[src/fetch_pkg.sv]
package fetch_pkg;

	// Address and data widths
	localparam int ADDR_W  = 32;
	localparam int INST_W  = 32;
	localparam int FLAGS_W = 6;   // MMU flags per instruction

	// Address queue geometry
	localparam int QUEUE_DEPTH = 8;
	localparam int QUEUE_PTR_W = 3;   // Depth is a power of two

	// One fetch group is two instruction words
	localparam int FETCH_STRIDE = 8;

	// Fetch address, always byte addressed
	typedef logic [ADDR_W-1:0] addr_t;

	// Single instruction word
	typedef logic [INST_W-1:0] inst_t;

	// Flag field returned by the MMU with each word
	typedef logic [FLAGS_W-1:0] mmu_flags_t;

endpackage

[src/fetch_addr_queue.sv]
`timescale 1ns/1ps

module fetch_addr_queue #(
	parameter type payload_t = fetch_pkg::addr_t
) (
	input  logic     iCLOCK,
	input  logic     inRESET,
	input  logic     flush,
	input  logic     push,
	input  payload_t push_data,
	input  logic     pop,
	output payload_t head_data,
	output logic     full,
	output logic     empty
);
	import fetch_pkg::*;

	payload_t mem [QUEUE_DEPTH];

	logic [QUEUE_PTR_W-1:0] wr_ptr;
	logic [QUEUE_PTR_W-1:0] rd_ptr;
	logic [QUEUE_PTR_W:0]   count;   // One extra bit to tell full from empty

	logic do_push;
	logic do_pop;

	assign full  = (count == (QUEUE_PTR_W + 1)'(QUEUE_DEPTH));
	assign empty = (count == '0);

	assign do_pop  = pop && !empty;
	assign do_push = push && (!full || do_pop);   // Full queue still takes a push on a pop

	assign head_data = mem[rd_ptr];

	// Storage
	always_ff @(posedge iCLOCK) begin
		if (do_push && !flush) begin
			mem[wr_ptr] <= push_data;
		end
	end

	// Pointers wrap on their own since depth is a power of two
	always_ff @(posedge iCLOCK or negedge inRESET) begin
		if (!inRESET) begin
			wr_ptr <= '0;
			rd_ptr <= '0;
			count <= '0;
		end else if (flush) begin
			wr_ptr <= '0;   // Drop everything in flight
			rd_ptr <= '0;
			count <= '0;
		end else begin
			if (do_push) begin
				wr_ptr <= wr_ptr + 1'b1;
			end
			if (do_pop) begin
				rd_ptr <= rd_ptr + 1'b1;
			end
			case ({do_push, do_pop})
				2'b10:   count <= count + 1'b1;
				2'b01:   count <= count - 1'b1;
				default: count <= count;   // Both or neither
			endcase
		end
	end

endmodule

[src/fetch_pc_gen.sv]
`timescale 1ns/1ps

module fetch_pc_gen (
	input  logic             iCLOCK,
	input  logic             inRESET,
	input  logic             redirect,
	input  fetch_pkg::addr_t redirect_addr,
	input  logic             fetch_stall,
	input  logic             queue_full,
	output logic             fetch_req,
	output fetch_pkg::addr_t fetch_addr,
	output logic             push
);
	import fetch_pkg::*;

	typedef enum logic [1:0] {
		ST_START   = 2'd0,   // Reset start
		ST_FETCH   = 2'd1,   // Free running fetch
		ST_RESTART = 2'd2    // First group after a redirect
	} state_t;

	state_t state;
	logic   active;

	// Request only in an issuing state and when nothing pushes back
	assign active = (state == ST_FETCH) || (state == ST_RESTART);
	assign fetch_req = active && !redirect && !fetch_stall && !queue_full;

	// Memory takes every raised request
	assign push = fetch_req;

	always_ff @(posedge iCLOCK or negedge inRESET) begin
		if (!inRESET) begin
			state <= ST_START;
			fetch_addr <= '0;
		end else if (redirect) begin
			// Restart at the group holding the target word
			state <= ST_RESTART;
			fetch_addr <= redirect_addr & ~ADDR_W'(FETCH_STRIDE - 1);
		end else begin
			case (state)
				ST_START: begin
					state <= ST_FETCH;
					fetch_addr <= '0;   // Boot address
				end
				ST_FETCH: begin
					if (push) begin
						fetch_addr <= fetch_addr + ADDR_W'(FETCH_STRIDE);
					end
				end
				ST_RESTART: begin
					// Leave once the restart group has been taken
					if (push) begin
						state <= ST_FETCH;
						fetch_addr <= fetch_addr + ADDR_W'(FETCH_STRIDE);
					end
				end
				default: begin
					state <= ST_START;
				end
			endcase
		end
	end

endmodule

[src/fetch_align.sv]
`timescale 1ns/1ps

module fetch_align (
	input  logic                  iCLOCK,
	input  logic                  inRESET,
	input  logic                  redirect,
	input  fetch_pkg::addr_t      redirect_addr,
	input  logic                  resp0_valid,
	input  logic                  resp1_valid,
	input  fetch_pkg::inst_t      resp0_inst,
	input  fetch_pkg::inst_t      resp1_inst,
	input  fetch_pkg::mmu_flags_t resp0_flags,
	input  fetch_pkg::mmu_flags_t resp1_flags,
	input  fetch_pkg::addr_t      head_addr,
	input  logic                  dec_lock,
	output logic                  pop,
	output logic                  dec0_valid,
	output logic                  dec1_valid,
	output fetch_pkg::inst_t      dec0_inst,
	output fetch_pkg::inst_t      dec1_inst,
	output fetch_pkg::mmu_flags_t dec0_flags,
	output fetch_pkg::mmu_flags_t dec1_flags,
	output fetch_pkg::addr_t      dec_pc
);
	import fetch_pkg::*;

	logic skip;   // Next group starts at its upper word
	logic load;
	logic dec0_valid_q;
	logic dec1_valid_q;

	// A response is taken only when decode can accept it
	assign load = (resp0_valid || resp1_valid) && !dec_lock && !redirect;

	// Head address belongs to the response loaded this cycle
	assign pop = load;

	always_ff @(posedge iCLOCK or negedge inRESET) begin
		if (!inRESET) begin
			skip <= 1'b0;
		end else if (redirect) begin
			skip <= redirect_addr[2];   // Target in upper word of its group
		end else if (load) begin
			skip <= 1'b0;
		end
	end

	// Valid bits follow the response on every unlocked edge
	always_ff @(posedge iCLOCK or negedge inRESET) begin
		if (!inRESET) begin
			dec0_valid_q <= 1'b0;
			dec1_valid_q <= 1'b0;
		end else if (redirect) begin
			dec0_valid_q <= 1'b0;
			dec1_valid_q <= 1'b0;
		end else if (!dec_lock) begin
			dec0_valid_q <= skip ? resp1_valid : resp0_valid;
			dec1_valid_q <= skip ? 1'b0 : resp1_valid;
		end
	end

	always_ff @(posedge iCLOCK) begin
		if (redirect) begin
			dec0_inst <= '0;
			dec0_flags <= '0;
			dec1_inst <= '0;
			dec1_flags <= '0;
			dec_pc <= '0;
		end else if (load) begin
			if (skip) begin
				// Upper word moves down into slot 0
				dec0_inst <= resp1_inst;
				dec0_flags <= resp1_flags;
				dec_pc <= head_addr + ADDR_W'(FETCH_STRIDE / 2);
			end else begin
				dec0_inst <= resp0_inst;
				dec0_flags <= resp0_flags;
				dec_pc <= head_addr;
			end
			dec1_inst <= resp1_inst;
			dec1_flags <= resp1_flags;
		end
	end

	// Lock hides the beat, the register keeps it for later
	assign dec0_valid = dec0_valid_q && !dec_lock;
	assign dec1_valid = dec1_valid_q && !dec_lock;

endmodule

[src/fetch_unit.sv]
`timescale 1ns/1ps

module fetch_unit (
	input  logic                  iCLOCK,
	input  logic                  inRESET,
	input  logic                  redirect,
	input  fetch_pkg::addr_t      redirect_addr,
	// Instruction memory request
	output logic                  fetch_req,
	output fetch_pkg::addr_t      fetch_addr,
	input  logic                  fetch_stall,
	// Instruction memory response
	input  logic                  resp0_valid,
	input  fetch_pkg::inst_t      resp0_inst,
	input  fetch_pkg::mmu_flags_t resp0_flags,
	input  logic                  resp1_valid,
	input  fetch_pkg::inst_t      resp1_inst,
	input  fetch_pkg::mmu_flags_t resp1_flags,
	output logic                  resp_lock,
	// Decode side
	output logic                  dec0_valid,
	output fetch_pkg::inst_t      dec0_inst,
	output fetch_pkg::mmu_flags_t dec0_flags,
	output logic                  dec1_valid,
	output fetch_pkg::inst_t      dec1_inst,
	output fetch_pkg::mmu_flags_t dec1_flags,
	output fetch_pkg::addr_t      dec_pc,
	input  logic                  dec_lock
);
	import fetch_pkg::*;

	logic  push;
	logic  pop;
	logic  queue_full;
	addr_t head_addr;

	// Memory holds its response whenever decode is stalled
	assign resp_lock = dec_lock;

	fetch_pc_gen u_pc_gen (
		.iCLOCK        (iCLOCK),
		.inRESET       (inRESET),
		.redirect      (redirect),
		.redirect_addr (redirect_addr),
		.fetch_stall   (fetch_stall),
		.queue_full    (queue_full),
		.fetch_req     (fetch_req),
		.fetch_addr    (fetch_addr),
		.push          (push)
	);

	fetch_addr_queue #(
		.payload_t (addr_t)
	) u_addr_queue (
		.iCLOCK    (iCLOCK),
		.inRESET   (inRESET),
		.flush     (redirect),   // Outstanding responses are dropped on redirect
		.push      (push),
		.push_data (fetch_addr),
		.pop       (pop),
		.head_data (head_addr),
		.full      (queue_full),
		.empty     ()
	);

	fetch_align u_align (
		.iCLOCK        (iCLOCK),
		.inRESET       (inRESET),
		.redirect      (redirect),
		.redirect_addr (redirect_addr),
		.resp0_valid   (resp0_valid),
		.resp1_valid   (resp1_valid),
		.resp0_inst    (resp0_inst),
		.resp1_inst    (resp1_inst),
		.resp0_flags   (resp0_flags),
		.resp1_flags   (resp1_flags),
		.head_addr     (head_addr),
		.dec_lock      (dec_lock),
		.pop           (pop),
		.dec0_valid    (dec0_valid),
		.dec1_valid    (dec1_valid),
		.dec0_inst     (dec0_inst),
		.dec1_inst     (dec1_inst),
		.dec0_flags    (dec0_flags),
		.dec1_flags    (dec1_flags),
		.dec_pc        (dec_pc)
	);

endmodule

[config.mk]
export PLATFORM = sky130hd
export DESIGN_NAME = fetch_unit
export DESIGN_NICKNAME = d
export VERILOG_FILES = /design/src/fetch_pkg.sv /design/src/fetch_addr_queue.sv /design/src/fetch_pc_gen.sv /design/src/fetch_align.sv /design/src/fetch_unit.sv
export SDC_FILE = /design/constraint.sdc
export NUM_CORES = 1
export LEC_CHECK = 0
export BUFFER_PORTS_ARGS = -buffer_cell sky130_fd_sc_hd__buf_2
export CAP_MARGIN = 25
export CORE_MARGIN = 2
export CORE_UTILIZATION = 56
export CTS_CLUSTER_SIZE = 10
export DETAILED_ROUTE_END_ITERATION = 16
export PLACE_DENSITY_LB_ADDON = 0.15
export SKIP_CTS_REPAIR_TIMING = 1
export SYNTH_ARGS = -nofsm -noshare
export SYNTH_HDL_FRONTEND = slang
export SYNTH_SLANG_ARGS = --single-unit
[constraint.sdc]
create_clock -name iCLOCK -period 6.25 [get_ports iCLOCK]
set_input_delay 1.25 -clock iCLOCK [delete_from_list [all_inputs] [get_ports iCLOCK]]
set_output_delay 1.25 -clock iCLOCK [all_outputs]
set_load 0.02 [all_outputs]
==> results of run 1 <==
-- metal layers --
layer	vias up	track usage, %	share of wire (%)
met1	5092	33.4	43
met4	0	8.77	2.5
met5	-	0	0
met2	305	39.9	49
li1	4747	-	-
met3	68	3.86	5.9
-- state kept, by name, summed over array words and instances (netlist names) --
register	count
u_align.dec0_flags	6
u_align.skip	1
u_pc_gen.state	2
u_addr_queue.rd_ptr	3
u_addr_queue.count	4
u_align.dec1_valid_q	1
u_align.dec0_valid_q	1
u_addr_queue.wr_ptr	3
u_align.dec1_flags	6
u_align.dec_pc	30
u_align.dec0_inst	32
u_addr_queue.mem	232
u_align.dec1_inst	32
u_pc_gen.fetch_addr	29
-- power by group --
group | switching [mW] | leakage, nW | internal (mW)
Sequential | 0.408 | 3.52 | 3.04
Combinational | 0.711 | 2.78 | 0.544
Clock | 0.921 | 0.606 | 1.36
Total | 2.04 | 6.90 | 4.95
-- metrics by stage --
step / area [um^2] / hold slack (ps) / utilization (%)
after CTS: 18400 / 454 / 66.7
after global placement: 17200 / 439 / 62.1
final: 18500 / 450 / 66.8
after detailed placement: 17200 / 446 / 62.1
after global routing: 18500 / 464 / 66.8
after floorplan: 15600 / 471 / -
-- cells in the final DEF, fill, tap and decap left out, drive strengths merged, types with 10 or more instances in the layout --
| master | netlist | final |
|---|---|---|
| a211oi | 68 | 68 |
| a21oi | 58 | 58 |
| a31oi | 10 | 10 |
| buf | 44 | 276 |
| clkbuf | 44 | 78 |
| dfrtp | 44 | 44 |
| dfxtp | 106 | 106 |
| edfxtp | 232 | 232 |
| mux2i | 68 | 68 |
| mux4 | 58 | 58 |
| nand2 | 123 | 123 |
| nand3 | 20 | 20 |
| nand4 | 11 | 11 |
| nor2 | 96 | 96 |
| o21ai | 21 | 21 |
-- critical path: stages --
cell	delay, ps
buf_4	230
nor3b_2	270
nand2b_1	120
inv_2	330
buf_2	270
-- area by class of cell --
class                   instances  area, um^2
well taps                     378         473
inverters                       5        18.8
clock buffers                  78        1270
diodes                          1        2.50
multi-input cells             649        5020
flip-flops and latches        382       10200
repair buffers                276        1470
fillers                      2045        9170
-- kinds of logic (layout without fill, tap and decap cells) --
logic type | count (synthesis) | count (layout)
compound gates | 203 | 203
xor+xnor | 7 | 7
fa+ha+maj | 8 | 8
buf+inv | 93 | 359
flops | 382 | 382
mux | 127 | 127
other cells | 1 | 6
simple gates | 299 | 299
-- how the worst max path moves through the flow --
stage / startpoint / endpoint / slack (ps) / depth (start not counted)
global route: redirect / fetch_req / 2480 / 5
floorplan: redirect / u_addr_queue.mem[2][10] / 650 / 6
CTS: redirect / fetch_req / 2550 / 5
detailed placement: redirect / u_pc_gen.fetch_addr[14] / 2350 / 6
finish: redirect / fetch_req / 2530 / 5
global placement: redirect / u_addr_queue.mem[7][9] / 2390 / 7
==> flow_summary.json, run 1 <==
{
  "outcome": "complete, no violations",
  "vias_per_cell": 5.77,
  "synth_top_family_by_area": "multiplexers",
  "holdPathStages": 2,
  "synth_most_common_cell": "edfxtp_1",
  "rows": 61,
  "die_w_um": 171,
  "syn2layout_area_growth_pct": 18.4,
  "vdd_drop_max_mv": 0.266,
  "grt_max_degree": 83,
  "grt_pass1_wl_um": 54600,
  "wl_per_cell_um": 20.3,
  "dr.pass1.iters": 5,
  "powerDensity_nw_per_um2": 379,
  "path_max_fanout": 28,
  "routabilityCongestion": 0.806,
  "synthMuxAreaShare_pct": 12.8,
  "drt_iter0_markers": 665,
  "arrival_ps": 2470,
  "syn_avg_cell_area_um2": 13.9,
  "drt-total-wl_um": 35900,
  "htreeDepth": 2,
  "synth_top_area_share_pct": 44.7,
  "insertion_delay_ps": 530,
  "cts_sinks": 382,
  "grt_pass1_vias": 9859,
  "drive_gt1_share_pct": 29.8,
  "rrSetupSlack_ps": 3030,
  "grt_use_total_pct": 24.4,
  "yosysWarnings": 0,
  "synthSimpleGateAreaFrac_pct": 9.14,
  "io_buffers": 251,
  "synth-adder-area-share_pct": 0.642,
  "critical_path_class": "input pin to output pin",
  "die_y_um": 171,
  "synth_edf_count": 232,
  "cts_made_buffers": 44,
  "clkSlewWorstSetupHoldPaths_ps": 50,
  "vias": 10200,
  "fin_cells": 1769,
  "nets": 1481,
  "final.min_clock_period_ps": 3720,
  "rsz0062_at_grt": "false",
  "place_hpwl_um": 22400,
  "r2r-end": "u_addr_queue.mem[7][8]",
  "setup_viol": 0,
  "hold_path_end": "u_align.dec1_inst[2]",
  "clock_skew_ps": 16.5,
  "synthDistinctLibCells": 70,
  "dpl.cell_count": 1689,
  "ios": 259,
  "hold_viol": 0,
  "hp-class": "flip-flop to flip-flop",
  "netlist_instances": 1120,
  "cellLeakagePower_nw": 6.90,
  "core_area_um2": 27600,
  "synth-xor-area-share_pct": 0.393,
  "async_flop_share_pct": 11.5,
  "yosysSeqAreaShare_pct": 65.4,
  "ant_nets": 0,
  "clockBufferDepth": 3,
  "synth.area.top_cells": "edfxtp_1, dfxtp_1, mux4_2",
  "ys_ff_latch": 382,
  "clock.fmax_ghz": 0.269,
  "setup_ws_ps": 2530,
  "drv_slew": 0,
  "ff2ff_path_depth": 8,
  "synth.largest_area_cell": "edfxtp_1",
  "route.detailed.drc": 0,
  "die_area_um2": 29200,
  "hp-start": "u_align.dec1_inst[2]",
  "tightest_slew_ps": 1020,
  "cap_violations": 0,
  "ys_top_cells_by_count": "edfxtp_1, nand2_1, dfxtp_1, nor2_1",
  "r2r-start": "u_pc_gen.state[1]",
  "place_ws_ps": 2350,
  "fin_setup_tns_ps": 0,
  "synth_compound_area_share_pct": 8.73,
  "overflow": 0,
  "post-route-period-util_pct": 59.5,
  "synth_area_um2": 15600,
  "root_buffer": "clkbuf_16",
  "antenna_found_initial": 1,
  "cp-end-kind": "output pin",
  "power_mw": 6.99,
  "cts_tree": "built",
  "cp-start-kind": "input pin",
  "initial_utilization_pct": 56.4,
  "cp.required_ps": 5000,
  "max_slew_margin_pct": 31.8,
  "synthFlopType": "edfxtp_1"
}
(Power assumes the default switching activity.)
==> inputs of run 2 (changes only) <==
--- a/config.mk
+++ b/config.mk
@@ -5,6 +5,7 @@
 export SDC_FILE = /design/constraint.sdc
 export NUM_CORES = 1
 export LEC_CHECK = 0
+export ABC_AREA = 1
 export BUFFER_PORTS_ARGS = -buffer_cell sky130_fd_sc_hd__buf_2
 export CAP_MARGIN = 25
 export CORE_MARGIN = 2
==> constraint.sdc (replaced) <==
create_clock -name iCLOCK -period 3.8 [get_ports iCLOCK]
set_input_delay 0.76 -clock iCLOCK [delete_from_list [all_inputs] [get_ports iCLOCK]]
set_output_delay 0.76 -clock iCLOCK [all_outputs]
set_load 0.02 [all_outputs]
==> run 2 against run 1 <==
Sequential cell count unchanged. Synthesized cell count rose by 30%. Global-route usage grew 2.3 points. Power grew 79%. Hold slack worse by 330 ps. Synthesized area is 0.57% higher. First-iteration DRC count rose by 100%. Core utilization increased by 0.27 points.
==> flow_summary.json, run 2 <==
{
  "die_area_um2": 29400,
  "ff2ff_path_depth": 9,
  "grt_pass1_vias": 11400,
  "switching_share_pct": 34.2,
  "path_max_fanout": 12,
  "vdd_drop_max_mv": 0.620,
  "place_hpwl_um": 24300,
  "clkSlewWorstSetupHoldPaths_ps": 60,
  "internal-power_mw": 8.25,
  "root_buffer": "clkbuf_16",
  "fin_setup_tns_ps": 0,
  "largest_reg_flops": 232,
  "clock.fmax_ghz": 0.343,
  "final_common_cell": "buf_2",
  "arrival_ps": 2150,
  "nets": 1814,
  "cp.required_ps": 3040,
  "clock_skew_ps": 27.0,
  "postLayoutCoreUtil_pct": 67.1,
  "final_cell_mix": "buf_2, edfxtp_1, nand2_1, nor2_1, o21ai_0",
  "syn2layout_area_growth_pct": 18.5,
  "dr.pass1.iters": 5,
  "ios": 259,
  "clockBufferDepth": 3,
  "rows": 61,
  "place_ws_ps": 854,
  "setup_viol": 0,
  "syn_avg_cell_area_um2": 10.7,
  "final.min_clock_period_ps": 2910,
  "synth-xor-area-share_pct": 0.279,
  "synth.area.top_cells": "edfxtp_1, dfxtp_1, dfrtp_1",
  "outcome": "complete, no violations",
  "netlist_instances": 1459,
  "synth_top_family_by_area": "compound AO/OA/AOI/OAI gates",
  "synthSimpleGateAreaFrac_pct": 14.4,
  "setup_ws_ps": 887,
  "synth_area_um2": 15700,
  "synth.largest_area_cell": "edfxtp_1",
  "drt_iter0_markers": 1341,
  "initial_utilization_pct": 56.6,
  "synthFlopType": "edfxtp_1",
  "die_y_um": 171,
  "die_w_um": 171,
  "cts_sinks": 382,
  "drv_slew": 0,
  "synth_top_area_share_pct": 44.4,
  "htreeDepth": 2,
  "drive_gt1_share_pct": 22.1,
  "p_switching_mw": 4.29,
  "synth_compound_area_share_pct": 14.9,
  "sequentialPowerShare_pct": 47.7,
  "grt_use_total_pct": 26.7,
  "io_buffers": 251,
  "cap_violations": 0,
  "max_slew_margin_pct": 38.1,
  "vias": 12100,
  "powerDensity_nw_per_um2": 675,
  "hold_viol": 0,
  "combPwrFrac_pct": 22.2,
  "core_area_um2": 27700,
  "hp-class": "input pin to asynchronous set/reset pin",
  "antenna_found_initial": 2,
  "post-route-period-util_pct": 76.7,
  "synthDistinctLibCells": 48,
  "synthMuxAreaShare_pct": 0.0718,
  "rsz0062_at_grt": "false",
  "yosysSeqAreaShare_pct": 65.0,
  "yosysWarnings": 0,
  "synth_most_common_cell": "edfxtp_1",
  "cts_made_buffers": 44,
  "overflow": 0,
  "drt-total-wl_um": 40100,
  "cts_tree": "built",
  "wl_per_cell_um": 19.1,
  "route.detailed.drc": 0,
  "ant_nets": 0,
  "largest-register": "u_addr_queue.mem",
  "ys_ff_latch": 382,
  "cp-end-kind": "output pin",
  "grt_pass1_wl_um": 60700,
  "routabilityCongestion": 0.850,
  "largestRegisters": "u_addr_queue.mem: 232 flops, u_align.dec0_inst: 32 flops, u_align.dec1_inst: 32 flops",
  "async_flop_share_pct": 11.5,
  "synth-adder-area-share_pct": 0.638,
  "vias_per_cell": 5.75,
  "synth_edf_count": 232,
  "tightest_slew_ps": 929,
  "cp-start-kind": "flip-flop",
  "pwr-share-clk_pct": 30.1,
  "cellLeakagePower_nw": 7.52,
  "insertion_delay_ps": 560,
  "grt_max_degree": 120,
  "ys_top_cells_by_count": "edfxtp_1, nor2_1, nand2_1, o21ai_0, dfxtp_1",
  "critical_path_class": "flip-flop to output pin"
}
-- run 2: cell types whose count changed after synthesis, sizes merged, moves of 52 or more --
cell,previous run,this run
mux2i,68,0
a211oi,68,0
inv,4,72
mux4,58,0
nor2,96,231
o221ai,0,52
o21ai,21,160
nand2,123,222
-- run 2: power by group through the flow --
stage	clock, mW	combinational [mW]	sequential [mW]
detailed placement	0	2.74	6.05
CTS	3.81	2.76	5.97
floorplan	0	1.63	6.06
global route	3.98	3.06	6.07
finish	3.77	2.78	5.98
global placement	0	2.69	6.02
-- run 2: area by class of cell --
cell class                 instances  area [um^2]
tap                              378          473
sequential                       382        10200
multi-input combinational        912         4800
timing repair buffer             276         1560
clock inverter                     5         58.8
clock buffer                      75         1220
antenna                            2         5.00
fill                            2163         9130
inverter                          75          283
-- run 2: cell families (layout without fill, tap and decap cells) --
group	Yosys count	count (layout)
adder cells (fa/ha/maj)	8	8
XOR/XNOR	5	5
other	1	7
AO/OA/AOI/OAI	364	364
buffers and inverters	169	431
multiplexers	1	1
AND/OR/NAND/NOR	529	529
flip-flops	382	382
-- run 2: metal layers --
metal	track usage (%)	vias up	routed length, um
met5	0	-	26
met2	43.9	573	19500
met4	7.18	4	869
li1	-	5646	-
met1	36.7	5811	16300
met3	4.97	79	3450
-- run 2: worst paths after layout --
kind | start | to | slack (ps)
setup / recovery | u_pc_gen.state[0] | fetch_req | 890
hold / removal | inRESET | u_pc_gen.fetch_addr[14] | 120
setup reg to reg | u_pc_gen.state[0] | u_addr_queue.mem[3][3] | 1050
hold reg to reg | u_align.dec_pc[8] | u_align.dec_pc[8] | 440
max in group asynchronous | inRESET | u_addr_queue.rd_ptr[0] | 3180
min in group iCLOCK | redirect_addr[2] | u_align.skip | 440
-- run 2: through the flow --
stage          area, um^2  instances  hold WS (ps)  power (mW)
3_5_place_dp        17300       2021           435        8.79
4_1_cts             18500       2101           424        12.5
3_3_place_gp        17300       2021           433        8.70
6_report            18600       2105           121        12.5
2_1_floorplan       15700       1463           464        7.69
5_1_grt             18600       2103           137        13.1
-- run 2: worst max-delay path, cell delays in order, from the launching register on --
cell,delay (ps)
dfrtp_1,350
inv_1,80
ha_1,380
nand2_2,220
nor2_1,190
nand2_1,100
inv_2,90
buf_2,210
